`config.mk`:
```
export PLATFORM = sky130hd
export DESIGN_NAME = cordic_top
export DESIGN_NICKNAME = d
export VERILOG_FILES = /design/src/common/cordic_fsm_pkg.sv /design/src/common/cordic_pkg.sv /design/src/cordic/cordic_datapath.sv /design/src/cordic/cordic_fsm.sv /design/src/cordic/cordic_sequencer.sv /design/src/source/cordic_atan_rom.sv /design/src/source/cordic_top.sv
export SDC_FILE = /design/constraint.sdc
export NUM_CORES = 1
export LEC_CHECK = 0
export BUFFER_PORTS_ARGS = -buffer_cell sky130_fd_sc_hd__buf_4
export CAP_MARGIN = 30
export CORE_MARGIN = 5
export CORE_UTILIZATION = 59
export CTS_BUF_LIST = sky130_fd_sc_hd__clkbuf_16
export DETAILED_ROUTE_END_ITERATION = 16
export HOLD_SLACK_MARGIN = 0.12
export PLACE_DENSITY = 0.77
export SLEW_MARGIN = 0
export SYNTH_ARGS = -nofsm -noshare
export SYNTH_HDL_FRONTEND = slang
export SYNTH_SLANG_ARGS = --single-unit
```
`constraint.sdc`:
```
create_clock -name clk -period 5.4 [get_ports clk]
set_clock_uncertainty 0.1 [all_clocks]
set_input_delay 1.08 -clock clk [delete_from_list [all_inputs] [get_ports clk]]
set_output_delay 1.08 -clock clk [all_outputs]
set_load 0.05 [all_outputs]
```
`src/common/cordic_fsm_pkg.sv`:
```
package cordic_fsm_pkg;

  // ========================================================================
  // Controller states, one-hot
  // ========================================================================
  typedef enum logic [7:0] {
    ST_IDLE    = 8'b0000_0001,  // Tracking the angle input
    ST_CAPTURE = 8'b0000_0010,  // Last angle load
    ST_CHECK   = 8'b0000_0100,  // Range test on the held angle
    ST_INIT    = 8'b0000_1000,  // Seed x, y, z
    ST_STEP    = 8'b0001_0000,  // Issue x, y, z updates
    ST_WAIT    = 8'b0010_0000,  // Drain the adder stage
    ST_NEXT    = 8'b0100_0000,  // Commit and advance iteration
    ST_DONE    = 8'b1000_0000   // Result held for the consumer
  } cordic_state_t;

  // Update order within one micro-rotation
  localparam logic [1:0] VAR_X = 2'd0;
  localparam logic [1:0] VAR_Y = 2'd1;
  localparam logic [1:0] VAR_Z = 2'd2;

endpackage

```
`src/common/cordic_pkg.sv`:
```
package cordic_pkg;

  // ========================================================================
  // Word format
  // ========================================================================
  // Signed two's complement with two integer bits
  localparam int INT_BITS           = 2;
  localparam int DEFAULT_DATA_WIDTH = 16;   // Angle, x, y, z, cos and sin
  localparam int DEFAULT_ITERATIONS = 16;   // Micro-rotations per run

  localparam real PI = 3.14159265358979323846;

  // Real value of one unit in LSBs
  function automatic real format_scale(int data_width);
    return 2.0 ** (data_width - INT_BITS);
  endfunction

  // Product of 1/sqrt(1 + 2^-2i), rounded to the nearest LSB
  function automatic int cordic_gain(int data_width, int iterations);
    real k;
    k = 1.0;
    for (int i = 0; i < iterations; i++) begin
      k = k / $sqrt(1.0 + 1.0 / (4.0 ** i));
    end
    return $rtoi(k * format_scale(data_width) + 0.5);
  endfunction

  // Largest accepted angle magnitude
  function automatic int half_pi_limit(int data_width);
    return $rtoi(PI / 2.0 * format_scale(data_width) + 0.5);
  endfunction

endpackage

```
`src/cordic/cordic_datapath.sv`:
```
`timescale 1ns/1ns

module cordic_datapath import cordic_pkg::*, cordic_fsm_pkg::*; #(
  parameter  int DATA_WIDTH = DEFAULT_DATA_WIDTH,
  parameter  int ITERATIONS = DEFAULT_ITERATIONS,
  localparam int ITER_W     = $clog2(ITERATIONS)
) (
  input  logic                         clk,
  input  logic                         reset,
  input  logic signed [DATA_WIDTH-1:0] angle,
  input  logic                         load_angle,
  input  logic                         load_init,
  input  logic                         issue_op,
  input  logic                         commit,
  input  logic                         capture_result,
  input  logic [1:0]                   var_index,
  input  logic [ITER_W-1:0]            iter_index,
  input  logic signed [DATA_WIDTH-1:0] atan_value,
  output logic                         range_exceeded,
  output logic                         z_done,
  output logic signed [DATA_WIDTH-1:0] cos_out,
  output logic signed [DATA_WIDTH-1:0] sin_out
);

  localparam logic signed [DATA_WIDTH-1:0] GAIN =
    DATA_WIDTH'(cordic_gain(DATA_WIDTH, ITERATIONS));
  localparam logic signed [DATA_WIDTH-1:0] LIMIT     = DATA_WIDTH'(half_pi_limit(DATA_WIDTH));
  localparam logic signed [DATA_WIDTH-1:0] NEG_LIMIT = -LIMIT;

  logic signed [DATA_WIDTH-1:0] angle_q;             // Held input angle
  logic signed [DATA_WIDTH-1:0] x_q, y_q, z_q;       // Committed state
  logic signed [DATA_WIDTH-1:0] x_nx, y_nx, z_nx;    // Shadow next-values
  logic signed [DATA_WIDTH-1:0] op_a;
  logic signed [DATA_WIDTH-1:0] op_b;
  logic                         op_sub;
  logic signed [DATA_WIDTH-1:0] op_sum;
  logic signed [DATA_WIDTH-1:0] res_sum;             // Adder stage output
  logic [1:0]                   res_var;             // Tag of res_sum
  logic                         res_valid;
  logic                         rotate_pos;

  // ========================================================================
  // Range check
  // ========================================================================
  assign range_exceeded = (angle_q > LIMIT) || (angle_q < NEG_LIMIT);

  // Direction comes from committed z for all three updates
  assign rotate_pos = ~z_q[DATA_WIDTH-1];

  // ========================================================================
  // Operand select, shift and shared adder-subtractor
  // ========================================================================
  always_comb begin
    op_a   = x_q;
    op_b   = y_q >>> iter_index;
    op_sub = rotate_pos;                      // x - d*(y >>> i)
    case (var_index)
      VAR_Y: begin
        op_a   = y_q;
        op_b   = x_q >>> iter_index;
        op_sub = ~rotate_pos;                 // y + d*(x >>> i)
      end
      VAR_Z: begin
        op_a   = z_q;
        op_b   = atan_value;
        op_sub = rotate_pos;                  // z - d*atan_i
      end
      default: ;                              // VAR_X as set above
    endcase
  end

  // Subtract by inverting b and carrying in, wraps at DATA_WIDTH
  assign op_sum = op_a + (op_b ^ {DATA_WIDTH{op_sub}}) + DATA_WIDTH'(op_sub);

  assign z_done = res_valid && (res_var == VAR_Z);

  // ========================================================================
  // Payload registers
  // ========================================================================
  always_ff @(posedge clk) begin
    if (load_angle) angle_q <= angle;
    if (load_init) begin
      x_q <= GAIN;                            // Pre-scaled by 1/gain
      y_q <= '0;
      z_q <= angle_q;
    end else if (commit) begin
      x_q <= x_nx;
      y_q <= y_nx;
      z_q <= z_nx;
    end
    if (issue_op) res_sum <= op_sum;
    if (res_valid) begin
      case (res_var)                          // Steer by tag
        VAR_X:   x_nx <= res_sum;
        VAR_Y:   y_nx <= res_sum;
        default: z_nx <= res_sum;
      endcase
    end
  end

  // Stage tag and result outputs
  always_ff @(posedge clk or posedge reset) begin
    if (reset) begin
      res_valid <= 1'b0;
      res_var   <= VAR_X;
      cos_out   <= '0;
      sin_out   <= '0;
    end else begin
      res_valid <= issue_op;
      if (issue_op) res_var <= var_index;
      if (capture_result) begin
        cos_out <= x_nx;                      // Values committed this edge
        sin_out <= y_nx;
      end
    end
  end

endmodule

```
`src/cordic/cordic_fsm.sv`:
```
`timescale 1ns/1ns

module cordic_fsm import cordic_fsm_pkg::*; (
  input  logic clk,
  input  logic reset,
  input  logic start,            // One-cycle request, idle only
  input  logic ack,              // Consumer has taken the result
  input  logic range_exceeded,   // Held angle beyond +-pi/2
  input  logic last_var,         // Variable counter at VAR_Z
  input  logic last_iter,        // Final micro-rotation
  input  logic z_done,           // z update left the adder stage
  output logic ready,
  output logic range_error,
  output logic load_angle,
  output logic load_init,
  output logic issue_op,
  output logic var_step,
  output logic iter_step,
  output logic seq_clear,
  output logic commit,
  output logic capture_result
);

  cordic_state_t state;
  cordic_state_t state_next;
  logic          ready_next;
  logic          range_error_next;

  // ========================================================================
  // State and flag registers
  // ========================================================================
  always_ff @(posedge clk or posedge reset) begin
    if (reset) begin
      state       <= ST_IDLE;
      ready       <= 1'b0;
      range_error <= 1'b0;
    end else begin
      state       <= state_next;
      ready       <= ready_next;        // One edge behind ST_DONE
      range_error <= range_error_next;  // Single pulse out of ST_CHECK
    end
  end

  // ========================================================================
  // Next state and outputs
  // ========================================================================
  always_comb begin
    state_next       = state;
    ready_next       = 1'b0;
    range_error_next = 1'b0;
    load_angle       = 1'b0;
    load_init        = 1'b0;
    issue_op         = 1'b0;
    var_step         = 1'b0;
    iter_step        = 1'b0;
    seq_clear        = 1'b0;
    commit           = 1'b0;
    capture_result   = 1'b0;

    case (state)
      ST_IDLE: begin
        load_angle = 1'b1;                        // Follow the input bus
        if (start) state_next = ST_CAPTURE;
      end
      ST_CAPTURE: begin
        load_angle = 1'b1;
        state_next = ST_CHECK;
      end
      ST_CHECK: begin
        if (range_exceeded) begin
          range_error_next = 1'b1;                // Abort, nothing computed
          state_next       = ST_IDLE;
        end else begin
          state_next = ST_INIT;
        end
      end
      ST_INIT: begin
        load_init  = 1'b1;
        seq_clear  = 1'b1;                        // Counters back to zero
        state_next = ST_STEP;
      end
      ST_STEP: begin
        issue_op = 1'b1;                          // One variable per cycle
        var_step = 1'b1;
        if (last_var) state_next = ST_WAIT;
      end
      ST_WAIT: begin
        if (z_done) state_next = ST_NEXT;         // Shadow z lands this edge
      end
      ST_NEXT: begin
        commit    = 1'b1;
        iter_step = 1'b1;
        if (last_iter) begin
          capture_result = 1'b1;
          state_next     = ST_DONE;
        end else begin
          state_next = ST_STEP;
        end
      end
      ST_DONE: begin
        ready_next = 1'b1;                        // Hold until taken
        if (ack) state_next = ST_IDLE;
      end
      default: state_next = ST_IDLE;              // Recover from a bad code
    endcase
  end

endmodule

```
`src/cordic/cordic_sequencer.sv`:
```
`timescale 1ns/1ns

module cordic_sequencer import cordic_fsm_pkg::*; #(
  parameter  int ITERATIONS = 16,
  localparam int ITER_W     = $clog2(ITERATIONS)
) (
  input  logic              clk,
  input  logic              reset,
  input  logic              var_step,     // Next variable
  input  logic              iter_step,    // Next micro-rotation
  input  logic              seq_clear,    // Start of a run
  output logic [1:0]        var_index,
  output logic [ITER_W-1:0] iter_index,
  output logic              last_var,
  output logic              last_iter
);

  // ========================================================================
  // Terminal counts
  // ========================================================================
  assign last_var  = (var_index == VAR_Z);
  assign last_iter = (iter_index == ITER_W'(ITERATIONS - 1));

  // Variable counter, X then Y then Z
  always_ff @(posedge clk or posedge reset) begin
    if (reset) begin
      var_index <= VAR_X;
    end else if (seq_clear || iter_step) begin
      var_index <= VAR_X;                       // Fresh iteration
    end else if (var_step) begin
      if (last_var) begin
        var_index <= VAR_X;                     // Wrap after z
      end else begin
        var_index <= var_index + 2'd1;
      end
    end
  end

  // Iteration counter, also the shift amount and ROM address
  always_ff @(posedge clk or posedge reset) begin
    if (reset) begin
      iter_index <= '0;
    end else if (seq_clear) begin
      iter_index <= '0;
    end else if (iter_step) begin
      if (last_iter) begin
        iter_index <= '0;                       // Run finished
      end else begin
        iter_index <= iter_index + ITER_W'(1);
      end
    end
  end

endmodule

```
`src/source/cordic_atan_rom.sv`:
```
`timescale 1ns/1ns

module cordic_atan_rom import cordic_pkg::*; #(
  parameter  int DATA_WIDTH = DEFAULT_DATA_WIDTH,
  parameter  int ITERATIONS = DEFAULT_ITERATIONS,
  localparam int ITER_W     = $clog2(ITERATIONS)
) (
  input  logic [ITER_W-1:0]            iter_index,
  output logic signed [DATA_WIDTH-1:0] atan_value
);

  logic signed [DATA_WIDTH-1:0] atan_table [ITERATIONS];

  // round(atan(2^-i) * scale)
  function automatic int atan_entry(int i);
    real angle_rad;
    angle_rad = $atan(1.0 / (2.0 ** i));
    return $rtoi(angle_rad * format_scale(DATA_WIDTH) + 0.5);
  endfunction

  // ========================================================================
  // Table built at elaboration
  // ========================================================================
  for (genvar g = 0; g < ITERATIONS; g++) begin : g_entry
    localparam int ENTRY = atan_entry(g);
    assign atan_table[g] = DATA_WIDTH'(ENTRY);
  end

  // Combinational read, address is the iteration count
  assign atan_value = atan_table[iter_index];

endmodule

```
`src/source/cordic_top.sv`:
```
`timescale 1ns/1ns

module cordic_top import cordic_pkg::*; #(
  parameter int DATA_WIDTH = DEFAULT_DATA_WIDTH,
  parameter int ITERATIONS = DEFAULT_ITERATIONS
) (
  input  logic                         clk,
  input  logic                         reset,
  input  logic                         start,
  input  logic signed [DATA_WIDTH-1:0] angle,     // Stable until ready or range_error
  input  logic                         ack,
  output logic                         ready,
  output logic                         range_error,
  output logic signed [DATA_WIDTH-1:0] cos_out,
  output logic signed [DATA_WIDTH-1:0] sin_out
);

  localparam int ITER_W = $clog2(ITERATIONS);

  // Controller strobes
  logic load_angle, load_init, issue_op, commit, capture_result;
  logic var_step, iter_step, seq_clear;
  // Status back to the controller
  logic range_exceeded, z_done, last_var, last_iter;
  // Counter indices
  logic [1:0]                   var_index;
  logic [ITER_W-1:0]            iter_index;
  logic signed [DATA_WIDTH-1:0] atan_value;

  // ========================================================================
  // Control
  // ========================================================================
  cordic_fsm i_fsm (
    .clk, .reset, .start, .ack,
    .range_exceeded, .last_var, .last_iter, .z_done,
    .ready, .range_error,
    .load_angle, .load_init, .issue_op,
    .var_step, .iter_step, .seq_clear,
    .commit, .capture_result
  );

  cordic_sequencer #(.ITERATIONS(ITERATIONS)) i_sequencer (
    .clk, .reset, .var_step, .iter_step, .seq_clear,
    .var_index, .iter_index, .last_var, .last_iter
  );

  // ========================================================================
  // Datapath and constants
  // ========================================================================
  cordic_datapath #(.DATA_WIDTH(DATA_WIDTH), .ITERATIONS(ITERATIONS)) i_datapath (
    .clk, .reset, .angle,
    .load_angle, .load_init, .issue_op, .commit, .capture_result,
    .var_index, .iter_index, .atan_value,
    .range_exceeded, .z_done, .cos_out, .sin_out
  );

  cordic_atan_rom #(.DATA_WIDTH(DATA_WIDTH), .ITERATIONS(ITERATIONS)) i_atan_rom (
    .iter_index,
    .atan_value
  );

endmodule

```
==> tab_implementation.tex <==
\begin{tabular}{lr}
\hline
Metric & Value \\
\hline
\multicolumn{2}{l}{\textbf{Detailed routing}} \\
\quad M1 WL & roughly 9500 um \\
\quad Vias after detailed routing & between 6,000 and 7,000 \\
\quad Total met3 wirelength after detailed routing & 2085 um \\
\quad Sum of routed wire length over all layers & around 23,000 um \\
\quad Met2 wire len & between 10,000 and 15,000 um \\
\quad DRC violations left & 0 \\
\quad Vias per cell & 6.212 \\
\quad Antenna viol nets, final & 0 \\
\quad Routed wirelength normalized by instance count & approximately 22 um \\
\quad Top metal layer carrying routed signals & met4 \\
\quad Violation count after the first detailed-routing iteration & 774 \\
\quad Detailed-router iteration count before antenna repair & 6 \\
\multicolumn{2}{l}{\textbf{Setup path}} \\
\quad Endpoint of the worst-slack reg-to-reg timing path & i\_datapath.res\_sum[14] \\
\quad Element type at the critical path start & register \\
\quad Launch instance of the worst register-to-register path & i\_sequencer.var\_index[1] \\
\quad Critical path endpoint category & register \\
\quad WS Path Type & reg -> reg \\
\quad Biggest fanout along the worst timing path & 16 \\
\quad Data arrival time of the critical path & 5.00 ns \\
\quad Depth of the worst register-to-register path & 19 \\
\quad Register-to-register path setup slack & around 0.57 ns \\
\quad Crit path required time & between 5 and 6 ns \\
\multicolumn{2}{l}{\textbf{Final layout}} \\
\quad Share of cells above drive strength 1 & 18.28\% \\
\quad Area of the multi-input gates & 3735 um\^{}2 \\
\quad Flip-flop and latch area & a little under 5000 um\^{}2 \\
\quad Number of fillers in the final layout & 1,062 \\
\quad Most frequent cells in the layout & 154 x sky130\_fd\_sc\_hd\_\_nand2\_1, 96 x sky130\_fd\_sc\_hd\_\_edfxtp\_1, 71 x sky130\_fd\_sc\_hd\_\_buf\_4, 63 x sky130\_fd\_sc\_hd\_\_a21oi\_1, 50 x sky130\_fd\_sc\_hd\_\_dfrtp\_1 \\
\quad Non-filler cells, final & about 1,000 \\
\quad Antenna cells & 0 \\
\quad Layout overhead on the synthesized area & 13.58\% \\
\quad Most frequent standard cell in the layout excluding fill and tap cells & sky130\_fd\_sc\_hd\_\_nand2\_1 \\
\quad Number of nets in the finished design & 892 \\
\multicolumn{2}{l}{\textbf{Synth}} \\
\quad Share of cell area taken by muxes after synthesis & between 10\% and 20\% \\
\quad Simple logic cell fraction of the synthesized area & between 10\% and 20\% \\
\quad Cell variety after synth & 67 \\
\quad Synthesized instance count & between 700 and 800 \\
\quad Number of register bits inferred by synthesis & 179 \\
\quad Area share of xor/xnor cells in the synthesized design & 2.888\% \\
\quad Yosys warning count & 0 \\
\quad Combinational family with the most area after synthesis & simple AND/OR/NAND/NOR gates \\
\quad Compound-Gate Fraction of Synth Area & between 10\% and 20\% \\
\quad Cell Area, Synth & $\sim$8800 um\^{}2 \\
\quad Async set or reset register ratio after synthesis & between 20 and 30\% \\
\quad Synth Net Count & 843 \\
\quad Area share of fa/ha/maj cells after synthesis & 3.784\% \\
\quad Share of the yosys chip area belonging to registers & approximately 55\% \\
\quad Avg Cell Area, Syn & between 10 and 15 um\^{}2 \\
\quad Post-synth EDFFs & 96 \\
\quad Most frequently used flop master after synthesis & sky130\_fd\_sc\_hd\_\_edfxtp\_1 \\
\multicolumn{2}{l}{\textbf{STA}} \\
\quad Period Utilization, post-route & around nine tenths \\
\quad Relative max-transition margin & between 30\% and 40\% \\
\quad Unrepaired setup endpoints after global routing & no \\
\quad Transition time at the pin with the least slew margin & between 0.9 and 1 ns \\
\quad Final setup violating endpoints & 0 \\
\quad Fmax achieved & 207.0 MHz \\
\quad Final hold violation count & 0 \\
\quad Clock period minus worst slack & just under 5 ns \\
\quad Final Max Slew Viols & 0 \\
\quad Summed negative setup slack over all endpoints & 0 ns \\
\multicolumn{2}{l}{\textbf{Global route}} \\
\quad Global-route wire length before repair & approximately 36,000 um \\
\quad Largest net degree at the start of global routing & 44 \\
\quad Grt ovf & 0 \\
\quad Number of global-route vias before repair & slightly above 6,000 \\
\quad Global routing usage summed across all routing layers & a little over a quarter \\
\quad Number of antenna violations at the first check in global routing & 0 \\
\multicolumn{2}{l}{\textbf{CTS}} \\
\quad Total clock buffers created by CTS & 17 \\
\quad CTS clk-pin slew, worst paths & approximately 0.07 ns \\
\quad Clock tree from TritonCTS & built \\
\quad H-tree depth reported by CTS & 4 \\
\quad Deepest clock path buffer count & 2 \\
\quad Clock Sinks & approximately 180 \\
\quad Hold\_buf cts & 0 \\
\quad Post-CTS setup-driven buffer insertion count & 0 \\
\quad Root Buffer & sky130\_fd\_sc\_hd\_\_clkbuf\_16 \\
\quad Total of cells resized after clock tree synthesis & 0 \\
\quad Later-pin clock latency in the skew report & 0.43 ns \\
\multicolumn{2}{l}{\textbf{Floorplan}} \\
\quad Top Ports & 54 \\
\quad Effective utilization at floorplan & 60.29\% \\
\quad Total number of placement rows & 44 \\
\quad Die X & 132.1 um \\
\quad Die Span Y & $\sim$130 um \\
\quad Die Area & roughly 17,000 um\^{}2 \\
\quad Total core area & 14,590 um\^{}2 \\
\multicolumn{2}{l}{\textbf{Power and ir drop}} \\
\quad Power per cell area & between 300 and 400 nW/um\^{}2 \\
\quad Standby leakage power & 0.004124 uW \\
\quad Overall Power & 3944 uW \\
\quad Worst voltage drop across the vdd grid & roughly 0.28 mV \\
\multicolumn{2}{l}{\textbf{Hold path}} \\
\quad Class of the most critical hold timing path & reg -> reg \\
\quad Hold Path End & i\_datapath.y\_q[0] \\
\quad Worst hold path stage count & 2 \\
\quad Min-delay src & i\_datapath.y\_q[0] \\
\multicolumn{2}{l}{\textbf{Run status}} \\
\quad Outcome & completed \\
\multicolumn{2}{l}{\textbf{Placement}} \\
\quad Final HPWL DP & between 15,000 and 20,000 um \\
\quad Global placement routability congestion & between 0.9 and 1 \\
\quad Post-Place Cells & 1,011 \\
\quad Number of port buffers & 53 \\
\multicolumn{2}{l}{\textbf{Flow run}} \\
\quad Max\_cap viols & 0 \\
\hline
\end{tabular}
## critical path: stages (launching register included)
cell,delay [ns]
sky130_fd_sc_hd__dfrtp_1,0.40
sky130_fd_sc_hd__inv_1,0.13
sky130_fd_sc_hd__ha_1,0.16
sky130_fd_sc_hd__buf_4,0.28
sky130_fd_sc_hd__mux2i_2,0.40
sky130_fd_sc_hd__mux4_1,0.35
sky130_fd_sc_hd__o22ai_1,0.12
sky130_fd_sc_hd__or3_1,0.37
sky130_fd_sc_hd__o21ai_0,0.17
sky130_fd_sc_hd__mux2i_1,0.26
sky130_fd_sc_hd__fa_1,0.23
sky130_fd_sc_hd__nor2b_1,0.06
sky130_fd_sc_hd__o21ai_0,0.21
sky130_fd_sc_hd__a21boi_0,0.15
sky130_fd_sc_hd__o21ai_0,0.23
sky130_fd_sc_hd__a21boi_0,0.17
sky130_fd_sc_hd__o2111ai_1,0.24
sky130_fd_sc_hd__nand3_1,0.12
sky130_fd_sc_hd__a2111o_1,0.39
sky130_fd_sc_hd__o211ai_1,0.11
## routing by layer
metal  track usage (%)  vias to the layer above
met1             38.25                     3129
met4             9.543                        0
met3             6.298                       42
met5                 0                        -
met2             40.09                      341
li1                  -                     2967
## how the worst max path moves through the flow
stage	endpoint	startpoint
5_1_grt	i_datapath.res_sum[14]	i_sequencer.iter_index[1]
2_1_floorplan	i_datapath.res_sum[14]	i_sequencer.var_index[1]
3_5_place_dp	i_datapath.res_sum[14]	i_sequencer.var_index[1]
4_1_cts	i_datapath.res_sum[14]	i_sequencer.iter_index[1]
6_report	i_datapath.res_sum[14]	i_sequencer.var_index[1]
3_3_place_gp	i_datapath.res_sum[14]	i_sequencer.iter_index[1]
## kinds of logic after synthesis
| logic type | Yosys count |
|---|---|
| buffers and inverters | 61 |
| flip-flops | 179 |
| AND/OR/NAND/NOR | 272 |
| adder cells (fa/ha/maj) | 26 |
| AO/OA/AOI/OAI | 152 |
| multiplexers | 78 |
| XOR/XNOR | 29 |
## sequential cells by signal (all words and copies together) (netlist names), 2 cells and up
| register | cells |
|---|---|
| i_datapath.res_var | 2 |
| i_datapath.z_q | 16 |
| i_sequencer.var_index | 2 |
| i_datapath.res_sum | 16 |
| i_datapath.x_nx | 16 |
| i_sequencer.iter_index | 4 |
| i_datapath.x_q | 16 |
| i_datapath.y_q | 16 |
| i_datapath.y_nx | 16 |
| i_datapath.sin_out | 16 |
| i_datapath.z_nx | 16 |
| i_datapath.angle_q | 16 |
| i_datapath.cos_out | 16 |
| i_fsm.state | 8 |
## report_power, final
group / switching [uW] / total, uW / leakage (uW) / internal (uW)
Combinational: 574 / 960 / 0.00201 / 386
Clock: 558 / 1250 / 0.000276 / 694
Sequential: 111 / 1730 / 0.00184 / 1620
Total: 1240 / 3940 / 0.00412 / 2700
## metrics by stage
step | instance area, um^2 | hold slack (ns) | utilization [%] | setup slack, ns
floorplan | 8796 | 0.3401 | - | 1.171
detailed placement | 9390 | 0.3780 | 64.37 | 0.6789
global route | 9991 | 0.4089 | 68.48 | 0.2505
finish | 9991 | 0.3901 | 68.48 | 0.5702
global placement | 9363 | 0.3550 | 64.18 | 0.7879
CTS | 9991 | 0.3955 | 68.48 | 0.6547
## synth_stat cells (4+ instances only)
cell type / count / area [um^2]
sky130_fd_sc_hd__dfrtp_1: 50 / 1251
sky130_fd_sc_hd__o22ai_1: 4 / 25.02
sky130_fd_sc_hd__mux2_2: 38 / 427.9
sky130_fd_sc_hd__or3_1: 4 / 25.02
sky130_fd_sc_hd__mux4_2: 7 / 157.7
sky130_fd_sc_hd__edfxtp_1: 96 / 2883
sky130_fd_sc_hd__buf_1: 5 / 18.77
sky130_fd_sc_hd__nand3b_1: 8 / 60.06
sky130_fd_sc_hd__inv_1: 17 / 63.81
sky130_fd_sc_hd__nor2_1: 49 / 183.9
sky130_fd_sc_hd__ha_1: 25 / 312.8
sky130_fd_sc_hd__nand3_1: 18 / 90.09
sky130_fd_sc_hd__o21ai_0: 25 / 125.1
sky130_fd_sc_hd__nand2_1: 154 / 578.1
sky130_fd_sc_hd__a21o_1: 5 / 37.54
sky130_fd_sc_hd__and3b_1: 4 / 35.03
sky130_fd_sc_hd__xnor2_1: 25 / 219.0
sky130_fd_sc_hd__xor2_1: 4 / 35.03
sky130_fd_sc_hd__clkbuf_1: 31 / 116.4
sky130_fd_sc_hd__a21oi_1: 63 / 315.3
sky130_fd_sc_hd__a22oi_1: 17 / 127.6
sky130_fd_sc_hd__dfxtp_1: 32 / 640.6
sky130_fd_sc_hd__mux4_1: 6 / 157.7
sky130_fd_sc_hd__mux2i_1: 26 / 260.3
sky130_fd_sc_hd__nor3_1: 15 / 75.07
sky130_fd_sc_hd__nor2b_1: 5 / 31.28
## area by class of cell
class                           count  share of cell area, %
Inverter                           19                 0.7138
Tap cell                          184                  2.304
Clock inverter                     15                  1.753
Timing Repair Buffer               72                  5.535
Multi-Input combinational cell    557                  37.38
Clock buffer                       17                  4.258
Sequential cell                   179                  48.05
Power figures use the tool's default switching activity.
